File: src/source/mem_sys_consts.svh
`ifndef MEM_SYS_CONSTS_SVH
`define MEM_SYS_CONSTS_SVH

// Host bus widths
`define BUS_ADDR_W 32
`define BUS_DATA_W 32
`define BUS_STRB_W 4
`define LED_W 7

// Region code sits in the top two address bits
`define REGION_HI 31
`define REGION_LO 30

// Word-address widths of the two memories
`define MAIN_ADDR_W 12
`define DDR_ADDR_W 10

// Cycles from first valid to ready
`define MAIN_LATENCY 1
`define DDR_LATENCY 4

`endif

File: src/source/mem_sys_pkg.sv
`default_nettype none

package mem_sys_pkg;

   `include "mem_sys_consts.svh"

   ////////////////////////////////////////////////////////////
   // Bus vectors
   ////////////////////////////////////////////////////////////
   typedef logic [`BUS_ADDR_W-1:0] addr_t;
   typedef logic [`BUS_DATA_W-1:0] data_t;
   // All zero strobes mean a read
   typedef logic [`BUS_STRB_W-1:0] strb_t;
   typedef logic [`LED_W-1:0] led_t;

   // Decoded from addr[31:30]
   typedef enum logic [1:0] {
      REGION_MAIN   = 2'b00,
      REGION_DDR    = 2'b01,
      REGION_STATUS = 2'b10,
      REGION_NONE   = 2'b11
   } region_t;

   // One host request, 68 bits
   typedef struct packed {
      addr_t addr;
      data_t wdata;
      strb_t wstrb;
   } bus_req_t;

endpackage

`default_nettype wire

File: src/source/bus_interconnect.sv
`timescale 1ns/1ps
`default_nettype none

`include "mem_sys_consts.svh"

module bus_interconnect (
   input  wire logic             clk,
   input  wire logic             rst_n,
   input  wire logic             host_valid,
   input  mem_sys_pkg::bus_req_t host_req,
   output logic                  host_ready,
   output mem_sys_pkg::data_t    host_rdata,
   output logic                  main_valid,
   output logic                  ddr_valid,
   output logic                  status_valid,
   input  wire logic             main_ready,
   input  wire logic             ddr_ready,
   input  wire logic             status_ready,
   input  mem_sys_pkg::data_t    main_rdata,
   input  mem_sys_pkg::data_t    ddr_rdata,
   input  mem_sys_pkg::data_t    status_rdata,
   output mem_sys_pkg::region_t  sel
);

   import mem_sys_pkg::*;

   region_t region;
   region_t last_region;
   logic    none_ready;

   ////////////////////////////////////////////////////////////
   // Address decode
   ////////////////////////////////////////////////////////////
   assign region = region_t'(host_req.addr[`REGION_HI:`REGION_LO]);

   // Valid only toward the selected slave
   assign main_valid   = host_valid && (region == REGION_MAIN);
   assign ddr_valid    = host_valid && (region == REGION_DDR);
   assign status_valid = host_valid && (region == REGION_STATUS);

   // Sel holds the last requested region while idle
   always_ff @(posedge clk) begin
      if (!rst_n) begin
         last_region <= REGION_MAIN;
      end else if (host_valid) begin
         last_region <= region;
      end
   end

   assign sel = host_valid ? region : last_region;

   ////////////////////////////////////////////////////////////
   // Unmapped responder
   ////////////////////////////////////////////////////////////
   // One cycle ready, no back-to-back pulse
   always_ff @(posedge clk) begin
      if (!rst_n) begin
         none_ready <= 1'b0;
      end else begin
         none_ready <= host_valid && (region == REGION_NONE) && !none_ready;
      end
   end

   ////////////////////////////////////////////////////////////
   // Response mux
   ////////////////////////////////////////////////////////////
   always_comb begin
      unique case (region)
         REGION_MAIN: begin
            host_ready = main_ready;
            host_rdata = main_rdata;
         end
         REGION_DDR: begin
            host_ready = ddr_ready;
            host_rdata = ddr_rdata;
         end
         REGION_STATUS: begin
            host_ready = status_ready;
            host_rdata = status_rdata;
         end
         default: begin
            // Unmapped reads return zero
            host_ready = none_ready;
            host_rdata = '0;
         end
      endcase
   end

endmodule

`default_nettype wire

File: config.mk
export PLATFORM = sky130hd
export DESIGN_NAME = bus_interconnect
export DESIGN_NICKNAME = d
export VERILOG_FILES = /design/src/source/mem_sys_pkg.sv /design/src/source/bus_interconnect.sv
export VERILOG_INCLUDE_DIRS = /design/src /design/src/source
export SDC_FILE = /design/constraint.sdc
export NUM_CORES = 1
export LEC_CHECK = 0
export ABC_CLOCK_PERIOD_IN_PS = 1190
export BUFFER_PORTS_ARGS = -buffer_cell sky130_fd_sc_hd__buf_2
export CAP_MARGIN = 20
export CORE_ASPECT_RATIO = 0.7
export CORE_MARGIN = 8
export CORE_UTILIZATION = 23
export CTS_CLUSTER_DIAMETER = 40
export DETAILED_ROUTE_END_ITERATION = 10
export PLACE_DENSITY_LB_ADDON = 0.12
export RECOVER_POWER = 50
export SLEW_MARGIN = 20
export SYNTH_ARGS = -nofsm -noshare
export SYNTH_HDL_FRONTEND = slang
export SYNTH_SLANG_ARGS = --single-unit
File: constraint.sdc
create_clock -name clk -period 1.19 [get_ports clk]
set_clock_uncertainty 0.2 [all_clocks]
set_input_delay 0.238 -clock clk [delete_from_list [all_inputs] [get_ports clk]]
set_output_delay 0.238 -clock clk [all_outputs]
set_load 0.02 [all_outputs]
==> impl_metrics.ini <==
[floorplan]
chipWidth_um = 96.0
core_area_um2 = 4330
rows = 20
die_h_um = 72.0
dieArea_um2 = 6910
start_util_pct = 23.8
io_pins = 208

[sta]
rsz0062_at_grt = true
finalWorstSetupSlack_ps = -399
tightestPinTransition_ps = 307
slew_viol_final = 0
whs_ps = 60.8
fin_crit_ps = 1590
fin_tns_setup_ps = -12650
max_clock_freq_mhz = 629
finalSetupViolCount = 38
finalHoldViolCount = 0
finalCritPeriodShare_pct = 134
slew_headroom_pct = 79.0

[critical_path]
crit_path_end_kind = output port
reg2reg_from = last_region[0]
r2r_slack_ps = 170
critPathRequiredTime_ps = 750
cp_slowest_cell = mux4_2
rr_endpoint = last_region[0]
worstPathArrival_ps = 1150
ff2ff_path_depth = 2
cp_max_fo = 2
critPathLaunch = none_ready
crit_path_start_kind = flop
crit_chain = mux4_2 > buf_6
worst-setup-path-type = flop to output port
slowest_delay_ps = 470

[placed_design]
dp.cells = 294
gp_congestion = 0.675
placed_cell_area_um2 = 1960
place_hpwl_um = 4070
port_buffers = 141

[power_and_ir_drop]
p_leak_nw = 1.27
p_comb_share_pct = 72.8
seq_power_share_pct = 7.1
swShare_pct = 37.7
switchingPower_w = 0.000577
clockPowerShare_pct = 20.1
p_int_w = 0.000952
p_per_area_nw_per_um2 = 582
irDropWorstVdd_uv = 469

[clock_tree]
cts_sinks = 3
cts_tree = built
clk_pin_slew_ps = 30
cts-buffers-inserted = 3
root_buffer = clkbuf_8
insertion_delay_ps = 220
cts_max_level = 1
cts.path.max_buffers = 2
ctsHoldBuffers = 0

[drt]
met2_wirelength_um = 2590
drt_first_pass_iters = 3
met1_length_um = 1990
drt_iter0_markers = 13
highest_layer = met4
via_per_inst = 4.53
wl_um = 5210
wl_met3_um = 603
vias = 1385
drc = 0
wire_per_inst_um = 17.0
antenna_left = 0

[grt]
grt_pass1_wl_um = 7070
grt_pass1_vias = 1402
grt_usage_pct = 12.9
grt_max_degree = 17
grt_antenna_before_repair = 0
gr-total-overflow = 0

[layout]
n_antenna_cell = 0
final_cell_mix = buf_2 (100), buf_6 (41), mux2i_1 (29), o2bb2ai_2 (18), o2bb2ai_4 (14)
final_cell_count_no_fill = 306
drive_gt1_share_pct = 85.3
fin_util_pct = 60.7
nets = 422
area_delta_synth_final_pct = 155
final_common_cell = buf_2
design_area_um2 = 2630

[yosys]
syn_area_um2 = 1030
avgSynthCellArea_um2 = 11.2
netlist-cell-type-count = 19
ys_seq_elements = 3
yosys_warnings = 0
seq_area_frac_synth_pct = 5.83
syn_inst = 92
synth_fp_nets = 262

[job]
cap_viol_max_count = 0

[run_status]
status = finished with violations
violations = negative setup slack

[min_path]
hp-start = rst_n
hold_end = last_region[0]
hold_path.class = input pin to flop
holdPathStages = 2
[synthesized netlist by cell type]
cell / number / area, um2
nand2b_1: 1 / 6.26
nor3_1: 1 / 5.00
and2_1: 1 / 6.26
nand2_1: 3 / 11.3
buf_12: 3 / 60.1
o2bb2ai_1: 12 / 105
clkbuf_1: 2 / 7.51
buf_6: 6 / 67.6
dfxtp_1: 3 / 60.1
and3b_1: 1 / 8.76
and2b_4: 1 / 10.0
o2bb2ai_2: 20 / 300
a21boi_0: 1 / 7.51
mux2i_1: 32 / 320
mux2_2: 1 / 11.3
buf_2: 1 / 5.00
nor3b_1: 1 / 7.51
mux4_1: 1 / 26.3
nor2_1: 1 / 3.75
[worst max path at each step]
| stage | endpoint | slack, ps | cells past startpoint |
|---|---|---|---|
| finish | host_ready | -400 | 2 |
| detailed placement | host_rdata[2] | -420 | 5 |
| floorplan | host_rdata[0] | -170 | 5 |
| CTS | host_ready | -400 | 2 |
| global route | host_rdata[28] | -430 | 6 |
| global placement | host_rdata[11] | -410 | 5 |
[power groups by stage]
stage	clock [W]	combinational (W)	sequential, W
floorplan	0	0.000470	0.000108
global route	0.000329	0.00118	0.000108
finish	0.000307	0.00111	0.000108
detailed placement	0	0.000813	0.000109
CTS	0.000311	0.00102	0.000107
global placement	0	0.000810	0.000109
[timing repair]
action                     in CTS  in global routing
setup buffers                   2                  4
gates cloned                    1                  2
gates resized for setup        99                 20
setup endpoints to repair      38                 38
pin swaps                       4                  2
[final cells by class]
| class | count | area [um2] |
|---|---|---|
| multi-input cells | 77 | 1120 |
| well taps | 55 | 68.8 |
| flip-flops and latches | 3 | 62.6 |
| repair buffers | 167 | 1330 |
| clock buffers | 4 | 45.0 |
| fillers | 363 | 1700 |
[sequential cells by signal, summed over array words and instances (netlist names)]
name,flops
last_region,2
none_ready,1
[routing by layer]
metal	vias up	GRT usage (%)
met1	615	15.0
li1	689	-
met4	0	3.57
met3	4	4.12
met5	-	0
met2	77	22.0
[cells by family (layout without fill, tap and decap cells)]
group / count (synthesis) / after routing / share of synthesized area [%]
multiplexers: 34 / 34 / 34.8
AO/OA/AOI/OAI: 33 / 33 / 40.1
buffers and inverters: 12 / 171 / 13.6
AND/OR/NAND/NOR: 10 / 10 / 5.71
flip-flops: 3 / 3 / 5.83
[metrics by stage]
stage          power [W]  setup slack (ps)
5_1_grt          0.00161              -429
4_1_cts          0.00144              -401
6_report         0.00153              -399
2_1_floorplan   0.000579              -169
3_3_place_gp    0.000919              -415
3_5_place_dp    0.000922              -419
[worst max-delay path: cells and delay by family (launching register included)]
family,cells,cell delay [ps]
buf+inv,1,150
mux,1,470
flops,1,310
(Power assumes the default switching activity.)
