### config.mk
export PLATFORM = sky130hd
export DESIGN_NAME = status_regs
export DESIGN_NICKNAME = d
export VERILOG_FILES = /design/src/source/mem_sys_pkg.sv /design/src/source/status_regs.sv
export VERILOG_INCLUDE_DIRS = /design/src /design/src/source
export SDC_FILE = /design/constraint.sdc
export NUM_CORES = 1
export LEC_CHECK = 0
export BUFFER_PORTS_ARGS = -buffer_cell sky130_fd_sc_hd__buf_2
export CORE_UTILIZATION = 35
export CTS_CLUSTER_SIZE = 20
export DETAILED_ROUTE_END_ITERATION = 8
export PLACE_DENSITY_LB_ADDON = 0.1
export SLEW_MARGIN = 15
export SYNTH_ARGS = -nofsm -noshare
export SYNTH_HDL_FRONTEND = slang
export SYNTH_SLANG_ARGS = --single-unit
### constraint.sdc
create_clock -name clk -period 1.7 [get_ports clk]
set_clock_uncertainty 0.15 [all_clocks]
set_input_delay 0.255 -clock clk [delete_from_list [all_inputs] [get_ports clk]]
set_output_delay 0.255 -clock clk [all_outputs]
set_load 0.01 [all_outputs]
### src/source/mem_sys_consts.svh
`ifndef MEM_SYS_CONSTS_SVH
`define MEM_SYS_CONSTS_SVH

// Host bus widths
`define BUS_ADDR_W 32
`define BUS_DATA_W 32
`define BUS_STRB_W 4
`define LED_W 7

// Region code sits in the top two address bits
`define REGION_HI 31
`define REGION_LO 30

// Word-address widths of the two memories
`define MAIN_ADDR_W 12
`define DDR_ADDR_W 10

// Cycles from first valid to ready
`define MAIN_LATENCY 1
`define DDR_LATENCY 4

`endif

### src/source/mem_sys_pkg.sv
`default_nettype none

package mem_sys_pkg;

   `include "mem_sys_consts.svh"

   ////////////////////////////////////////////////////////////
   // Bus vectors
   ////////////////////////////////////////////////////////////
   typedef logic [`BUS_ADDR_W-1:0] addr_t;
   typedef logic [`BUS_DATA_W-1:0] data_t;
   // All zero strobes mean a read
   typedef logic [`BUS_STRB_W-1:0] strb_t;
   typedef logic [`LED_W-1:0] led_t;

   // Decoded from addr[31:30]
   typedef enum logic [1:0] {
      REGION_MAIN   = 2'b00,
      REGION_DDR    = 2'b01,
      REGION_STATUS = 2'b10,
      REGION_NONE   = 2'b11
   } region_t;

   // One host request, 68 bits
   typedef struct packed {
      addr_t addr;
      data_t wdata;
      strb_t wstrb;
   } bus_req_t;

endpackage

`default_nettype wire

### src/source/status_regs.sv
`timescale 1ns/1ps
`default_nettype none

module status_regs (
   input  wire logic             clk,
   input  wire logic             rst_n,
   input  wire logic             valid,
   input  mem_sys_pkg::bus_req_t req,
   input  mem_sys_pkg::region_t  sel,
   output logic                  ready,
   output mem_sys_pkg::data_t    rdata,
   output mem_sys_pkg::led_t     led
);

   import mem_sys_pkg::*;

   data_t   scratch;
   region_t last_region;
   logic    is_read;

   assign is_read = (req.wstrb == '0);

   ////////////////////////////////////////////////////////////
   // Scratch register and ready
   ////////////////////////////////////////////////////////////
   // Strobed bytes land in the scratch word
   always_ff @(posedge clk) begin
      if (!rst_n) begin
         scratch <= '0;
         ready   <= 1'b0;
      end else begin
         ready <= valid && !ready;
         if (valid && !ready) begin
            for (int i = 0; i < $bits(strb_t); i++) begin
               if (req.wstrb[i]) begin
                  scratch[8*i +: 8] <= req.wdata[8*i +: 8];
               end
            end
         end
      end
   end

   assign rdata = (ready && is_read) ? scratch : '0;

   // Region of the latest host request
   always_ff @(posedge clk) begin
      if (!rst_n) begin
         last_region <= REGION_MAIN;
      end else begin
         last_region <= sel;
      end
   end

   // Region on the top pair with scratch below
   assign led = {last_region, scratch[4:0]};

endmodule

`default_nettype wire

==> impl_metrics.ini, run 1 <==
[outcome]
status = complete, but fails checks
violations = setup timing

[worst_setup_path]
critPathBufInv = 2
cp.arrival_ns = 1.63
setup.worst_path.end_class = primary output
crit_type = reg2out
max_stage_delay_ns = 0.52
worstSetupPathDepth = 4
rrSetupSlack_ns = 0.41
path_max_fanout = 16
regToRegEndpoint = scratch[31]
cp_top_family = simple AND/OR/NAND/NOR gates
worst_r2r_path_depth = 4
cp-endpoint = rdata[14]
crit_start = ready
worst_setup_path_start_kind = flop
r2r_start = ready
required_ns = 1.29
crit_chain = or4b_4 > buf_12 > nor3b_2 > buf_2
slowest_stage = or4b_4

[cells_and_area]
nets = 343
layout_commonest_cell = buf_2
nFillCells = 516
area_growth_pct = 32.4
layout_common_cells = buf_2 (80), nand2_1 (64), dfxtp_1 (34)
layout.cells.non_filler = 340
insertedDiodeCount = 0
layout-drive-gt1-share = 0.493

[yosys]
synth_nets = 268
avgSynthCellArea_sq_um = 9.52
ys_warn_count = 0
syn_area_sq_um = 1860
yosysSeqAreaShare = 0.378
syn-instance-count = 195
ys_seq_elements = 35
synthDistinctLibCells = 13

[cts]
tritoncts = done
clock_path_buffers = 2
cts_sinks = 35
cts_setup_buffers = 0
cts_max_level = 2
clk_latency_ns = 0.27
clk_pin_slew_ns = 0.06
cts-root-buf = clkbuf_8
numCtsBuffers = 5

[place]
portBuffers = 80
placed_cells = 332
dp_worst_setup_slack_ns = -0.328
dp.final_hpwl_microns = 2740
gp_congestion = 0.661

[route]
dr.pass1.iters = 4
drc = 0
dr.first_iter.drc_count = 48
wl_per_cell_microns = 11.8
num_vias = 1485
viasPerCell = 4.37
wirelength_microns = 4020
antenna_left = 0

[min_path]
hold_path.class = in2reg

[global_routing]
grt_pass1_wl_microns = 6200
gr-total-overflow = 0
grt_max_degree = 29
grt_pass1_vias = 1374
use_met1 = 0.188
busiest_layer = met2
antenna_found_initial = 0
grt_use_total = 0.149
grtUsageMet2 = 0.244
grt_use_met3 = 0.0388

[floorplan]
die-area_sq_um = 5600
initial_core_util = 0.363
io_pins = 113
chipHeight_microns = 74.8
num_rows = 26
placeableCoreArea_sq_um = 5110
die_x_microns = 74.8

[sta]
slew_violations = 0
period_needed_ns = 2.04
timing.final.crit_share = 1.20
worst_pin_slew_ns = 0.387
hold_viol = 0
slew_headroom = 0.742
timing.fmax_ghz = 0.491
rsz0062_at_grt = yes
setup_viol = 32
fin_ws_ns = -0.337

[pwr]
cellLeakagePower_nw = 1.07
peakVddDrop_uv = 343
power_density_nw_per_um2 = 695

[flow_run]
drv_cap = 0
## kinds of logic after synthesis
kind of cell | count (synthesis) | share of synthesized area
buffers and inverters | 24 | 0.0742
flip-flops | 35 | 0.378
multiplexers | 32 | 0.173
AND/OR/NAND/NOR | 104 | 0.376
## stage by stage
step           hold slack [ns]  power, mW  TNS (ns)  instance area [sq um]   util
5_1_grt                 0.0200       1.81    -12.81                   2460  0.481
3_5_place_dp             0.292       1.14     -9.51                   2330  0.456
3_3_place_gp             0.288       1.14     -9.50                   2330  0.456
6_report                0.0300       1.71     -9.89                   2460  0.481
2_1_floorplan            0.232       1.04    -0.374                   1860      -
4_1_cts                 0.0185       1.74    -11.00                   2450  0.480
## worst register-to-register path: cells and delay by family, from the launching register on
kind,cells,cell delay [ns]
buf+inv,2,0.32
flops,1,0.32
mux,1,0.22
simple gates,1,0.20
## routing by layer
metal | wire length, microns | share of wire
met2 | 1870 | 0.46
met5 | 0 | 0
met4 | 42 | 0.010
met3 | 238 | 0.059
met1 | 1870 | 0.47
## repair_timing
action	in CTS	in global routing
setup endpoints to repair	32	32
pin swaps	0	0
resized for setup	3	1
hold buffers	0	0
cloned	1	0
hold endpoints to repair	0	0
## cell usage after synthesis
| master | instances | area share |
|---|---|---|
| and3b_1 | 5 | 0.024 |
| buf_1 | 5 | 0.010 |
| clkbuf_1 | 6 | 0.012 |
| and2_1 | 2 | 0.0067 |
| dfxtp_1 | 35 | 0.38 |
| or4b_1 | 1 | 0.0054 |
| nand2_1 | 64 | 0.13 |
| buf_2 | 5 | 0.013 |
| nor3b_1 | 2 | 0.0081 |
| nor3b_2 | 30 | 0.20 |
| buf_6 | 3 | 0.018 |
| buf_4 | 5 | 0.020 |
| mux2i_1 | 32 | 0.17 |
## sequential cells by signal, indices dropped and copies added (netlist names)
| register | flops |
|---|---|
| scratch | 32 |
| last_region | 2 |
| ready | 1 |
## power by group
group	switching (mW)	internal, mW	total, mW
clock network	0.268	0.317	0.586
logic	0.118	0.122	0.240
registers	0.0187	0.862	0.880
## layout make-up
type / count / area [sq um] / share of cell area
Multi-Input combinational cell: 136 / 1030 / 0.420
Sequential cell: 35 / 702 / 0.286
Timing Repair Buffer: 92 / 548 / 0.223
Tap cell: 70 / 87.6 / 0.0357
Clock buffer: 6 / 82.6 / 0.0336
Clock inverter: 1 / 5.00 / 0.00204
## how the worst min path moves through the flow
stage	startpoint	end	slack, ns	depth (start not counted)
after global routing	sel[1]	last_region[1]	0.02	2
final	sel[0]	last_region[0]	0.03	2
after detailed placement	scratch[7]	scratch[7]	0.29	2
after global placement	scratch[29]	scratch[29]	0.29	2
after CTS	sel[0]	last_region[0]	0.02	2
after floorplan	sel[0]	last_region[0]	0.23	1
Note: power is estimated with default switching activity, not from simulation.
==> run 2: changes to the inputs <==
==> constraint.sdc (replaced) <==
create_clock -name clk -period 2.3 [get_ports clk]
set_clock_uncertainty 0.15 [all_clocks]
set_input_delay 0.345 -clock clk [delete_from_list [all_inputs] [get_ports clk]]
set_output_delay 0.345 -clock clk [all_outputs]
set_load 0.01 [all_outputs]
==> run 2 against run 1 <==
Net effect: the run now ends clean; final area is 1.7% lower; critical path depth unchanged; first-iteration DRC count fell by 29%; via count up 1.1%; sequential power decreased by 26%; core utilization fell by 0.83 points; routed wire length up 2.2%; clock power is 17% lower; hold slack better by 0.090 ns; worst setup slack improved by 0.45 ns; combinational power is 30% lower; global-route usage increased by 0.096 points; critical endpoint is now rdata[21].
==> impl_metrics.ini, run 2 (synthesis gave the netlist of run 1 again) <==
[cts]
clk_latency_ns = 0.28
cts_max_level = 2
clock_path_buffers = 2
tritoncts = done
cts-root-buf = clkbuf_8
clk_pin_slew_ns = 0.07
hold_buffers = 0
numCtsBuffers = 5
cts_sinks = 35

[cells_and_area]
insertedDiodeCount = 0
nets = 338
area_growth_pct = 30.1
layout_commonest_cell = buf_2
top_register = scratch
layout-drive-gt1-share = 0.477
regArea_sq_um = 702
layout_common_cells = buf_2 (80), nand2_1 (64), dfxtp_1 (34)
reg_top3 = scratch: 32 flops, last_region: 2 flops, ready: 1 flops
largest_register_ffs = 32
multi_input_area_sq_um = 1030
nFillCells = 529

[worst_setup_path]
crit_type = reg2out
worst_setup_path_start_kind = flop
r2r_start = ready
path_max_fanout = 13
required_ns = 1.80
rrSetupSlack_ns = 0.87
cp-endpoint = rdata[21]
setup.worst_path.end_class = primary output
crit_start = ready
regToRegEndpoint = scratch[27]
worst_r2r_path_depth = 3
cp.arrival_ns = 1.69

[floorplan]
chipHeight_microns = 74.8
initial_core_util = 0.363
die_x_microns = 74.8
io_pins = 113
placeableCoreArea_sq_um = 5110
num_rows = 26
die-area_sq_um = 5600

[pwr]
peakVddDrop_uv = 343
power_density_nw_per_um2 = 541
cellLeakagePower_nw = 1.04
pwr-share-seq = 0.499
p_int_uw = 992
switching_share = 0.240
comb_power_share = 0.128
clkPwrFrac = 0.373
switchingPower_uw = 313

[global_routing]
grt_max_degree = 68
gr-total-overflow = 0
grt_use_total = 0.150
grt_pass1_wl_microns = 6270
grt_pass1_vias = 1358
antenna_found_initial = 0

[route]
wirelength_microns = 4100
wl_per_cell_microns = 12.2
dr.first_iter.drc_count = 34
drc = 0
dr.pass1.iters = 4
viasPerCell = 4.47
antenna_left = 0
num_vias = 1501

[sta]
setup_viol = 0
fin_ws_ns = 0.115
rsz0062_at_grt = no
timing.fmax_ghz = 0.458
slew_headroom = 0.659
fin_setup_tns_ns = 0
period_needed_ns = 2.18
hold_viol = 0
fin_hold_ws_ns = 0.120
slew_violations = 0
timing.final.crit_share = 0.950
worst_pin_slew_ns = 0.512

[place]
portBuffers = 80
dp.final_hpwl_microns = 2700
gp_congestion = 0.670
dp_worst_setup_slack_ns = 0.0506

[flow_run]
drv_cap = 0

[min_path]
hold_path.class = in2reg

[outcome]
status = completed
-- run 2: area by class of cell --
| class | instances | share of cell area |
|---|---|---|
| clock buffer | 8 | 0.0415 |
| multi-input combinational | 136 | 0.425 |
| sequential | 35 | 0.291 |
| tap | 70 | 0.0363 |
| timing repair buffer | 87 | 0.206 |
-- run 2: power groups by stage --
stage               combinational [mW]  sequential [mW]  clock [mW]
finish                           0.167            0.651       0.487
floorplan                        0.110            0.662           0
CTS                              0.169            0.650       0.508
global placement                 0.165            0.664           0
global route                     0.186            0.654       0.533
detailed placement               0.166            0.664           0
-- run 2: worst min path at each step --
| stage | depth (start not counted) | slack, ns | from | endpoint |
|---|---|---|---|---|
| 2_1_floorplan | 2 | 0.28 | scratch[10] | scratch[10] |
| 3_3_place_gp | 2 | 0.29 | scratch[12] | scratch[12] |
| 3_5_place_dp | 2 | 0.29 | scratch[13] | scratch[13] |
| 4_1_cts | 2 | 0.11 | sel[0] | last_region[0] |
| 5_1_grt | 2 | 0.11 | sel[0] | last_region[0] |
| 6_report | 2 | 0.12 | sel[0] | last_region[0] |
-- run 2: stage by stage --
step	utilization	power [mW]	cells	cell area, sq um
floorplan	-	0.771	195	1860
global placement	0.444	0.829	326	2270
detailed placement	0.444	0.830	326	2270
CTS	0.471	1.33	335	2410
global route	0.473	1.37	336	2410
finish	0.473	1.30	336	2410
-- run 2: repair_timing --
item,in CTS,in global routing
setup endpoints to repair,32,13
cloned,1,0
pin swaps,0,0
gates resized for setup,2,2
setup buffers,0,1
-- run 2: critical path: stages (launching register included) --
cell and delay, ns:
dfxtp_2 0.35, or4b_4 0.53, buf_12 0.19, nor3b_2 0.17, buf_2 0.16
-- run 2: metal layers --
layer / part of all wire / up-vias / global-route usage
li1: - / 777 / -
met2: 0.44 / 50 / 0.235
met3: 0.053 / 7 / 0.0375
met4: 0.016 / 0 / 0.0692
met1: 0.49 / 667 / 0.194
met5: 0 / - / 0
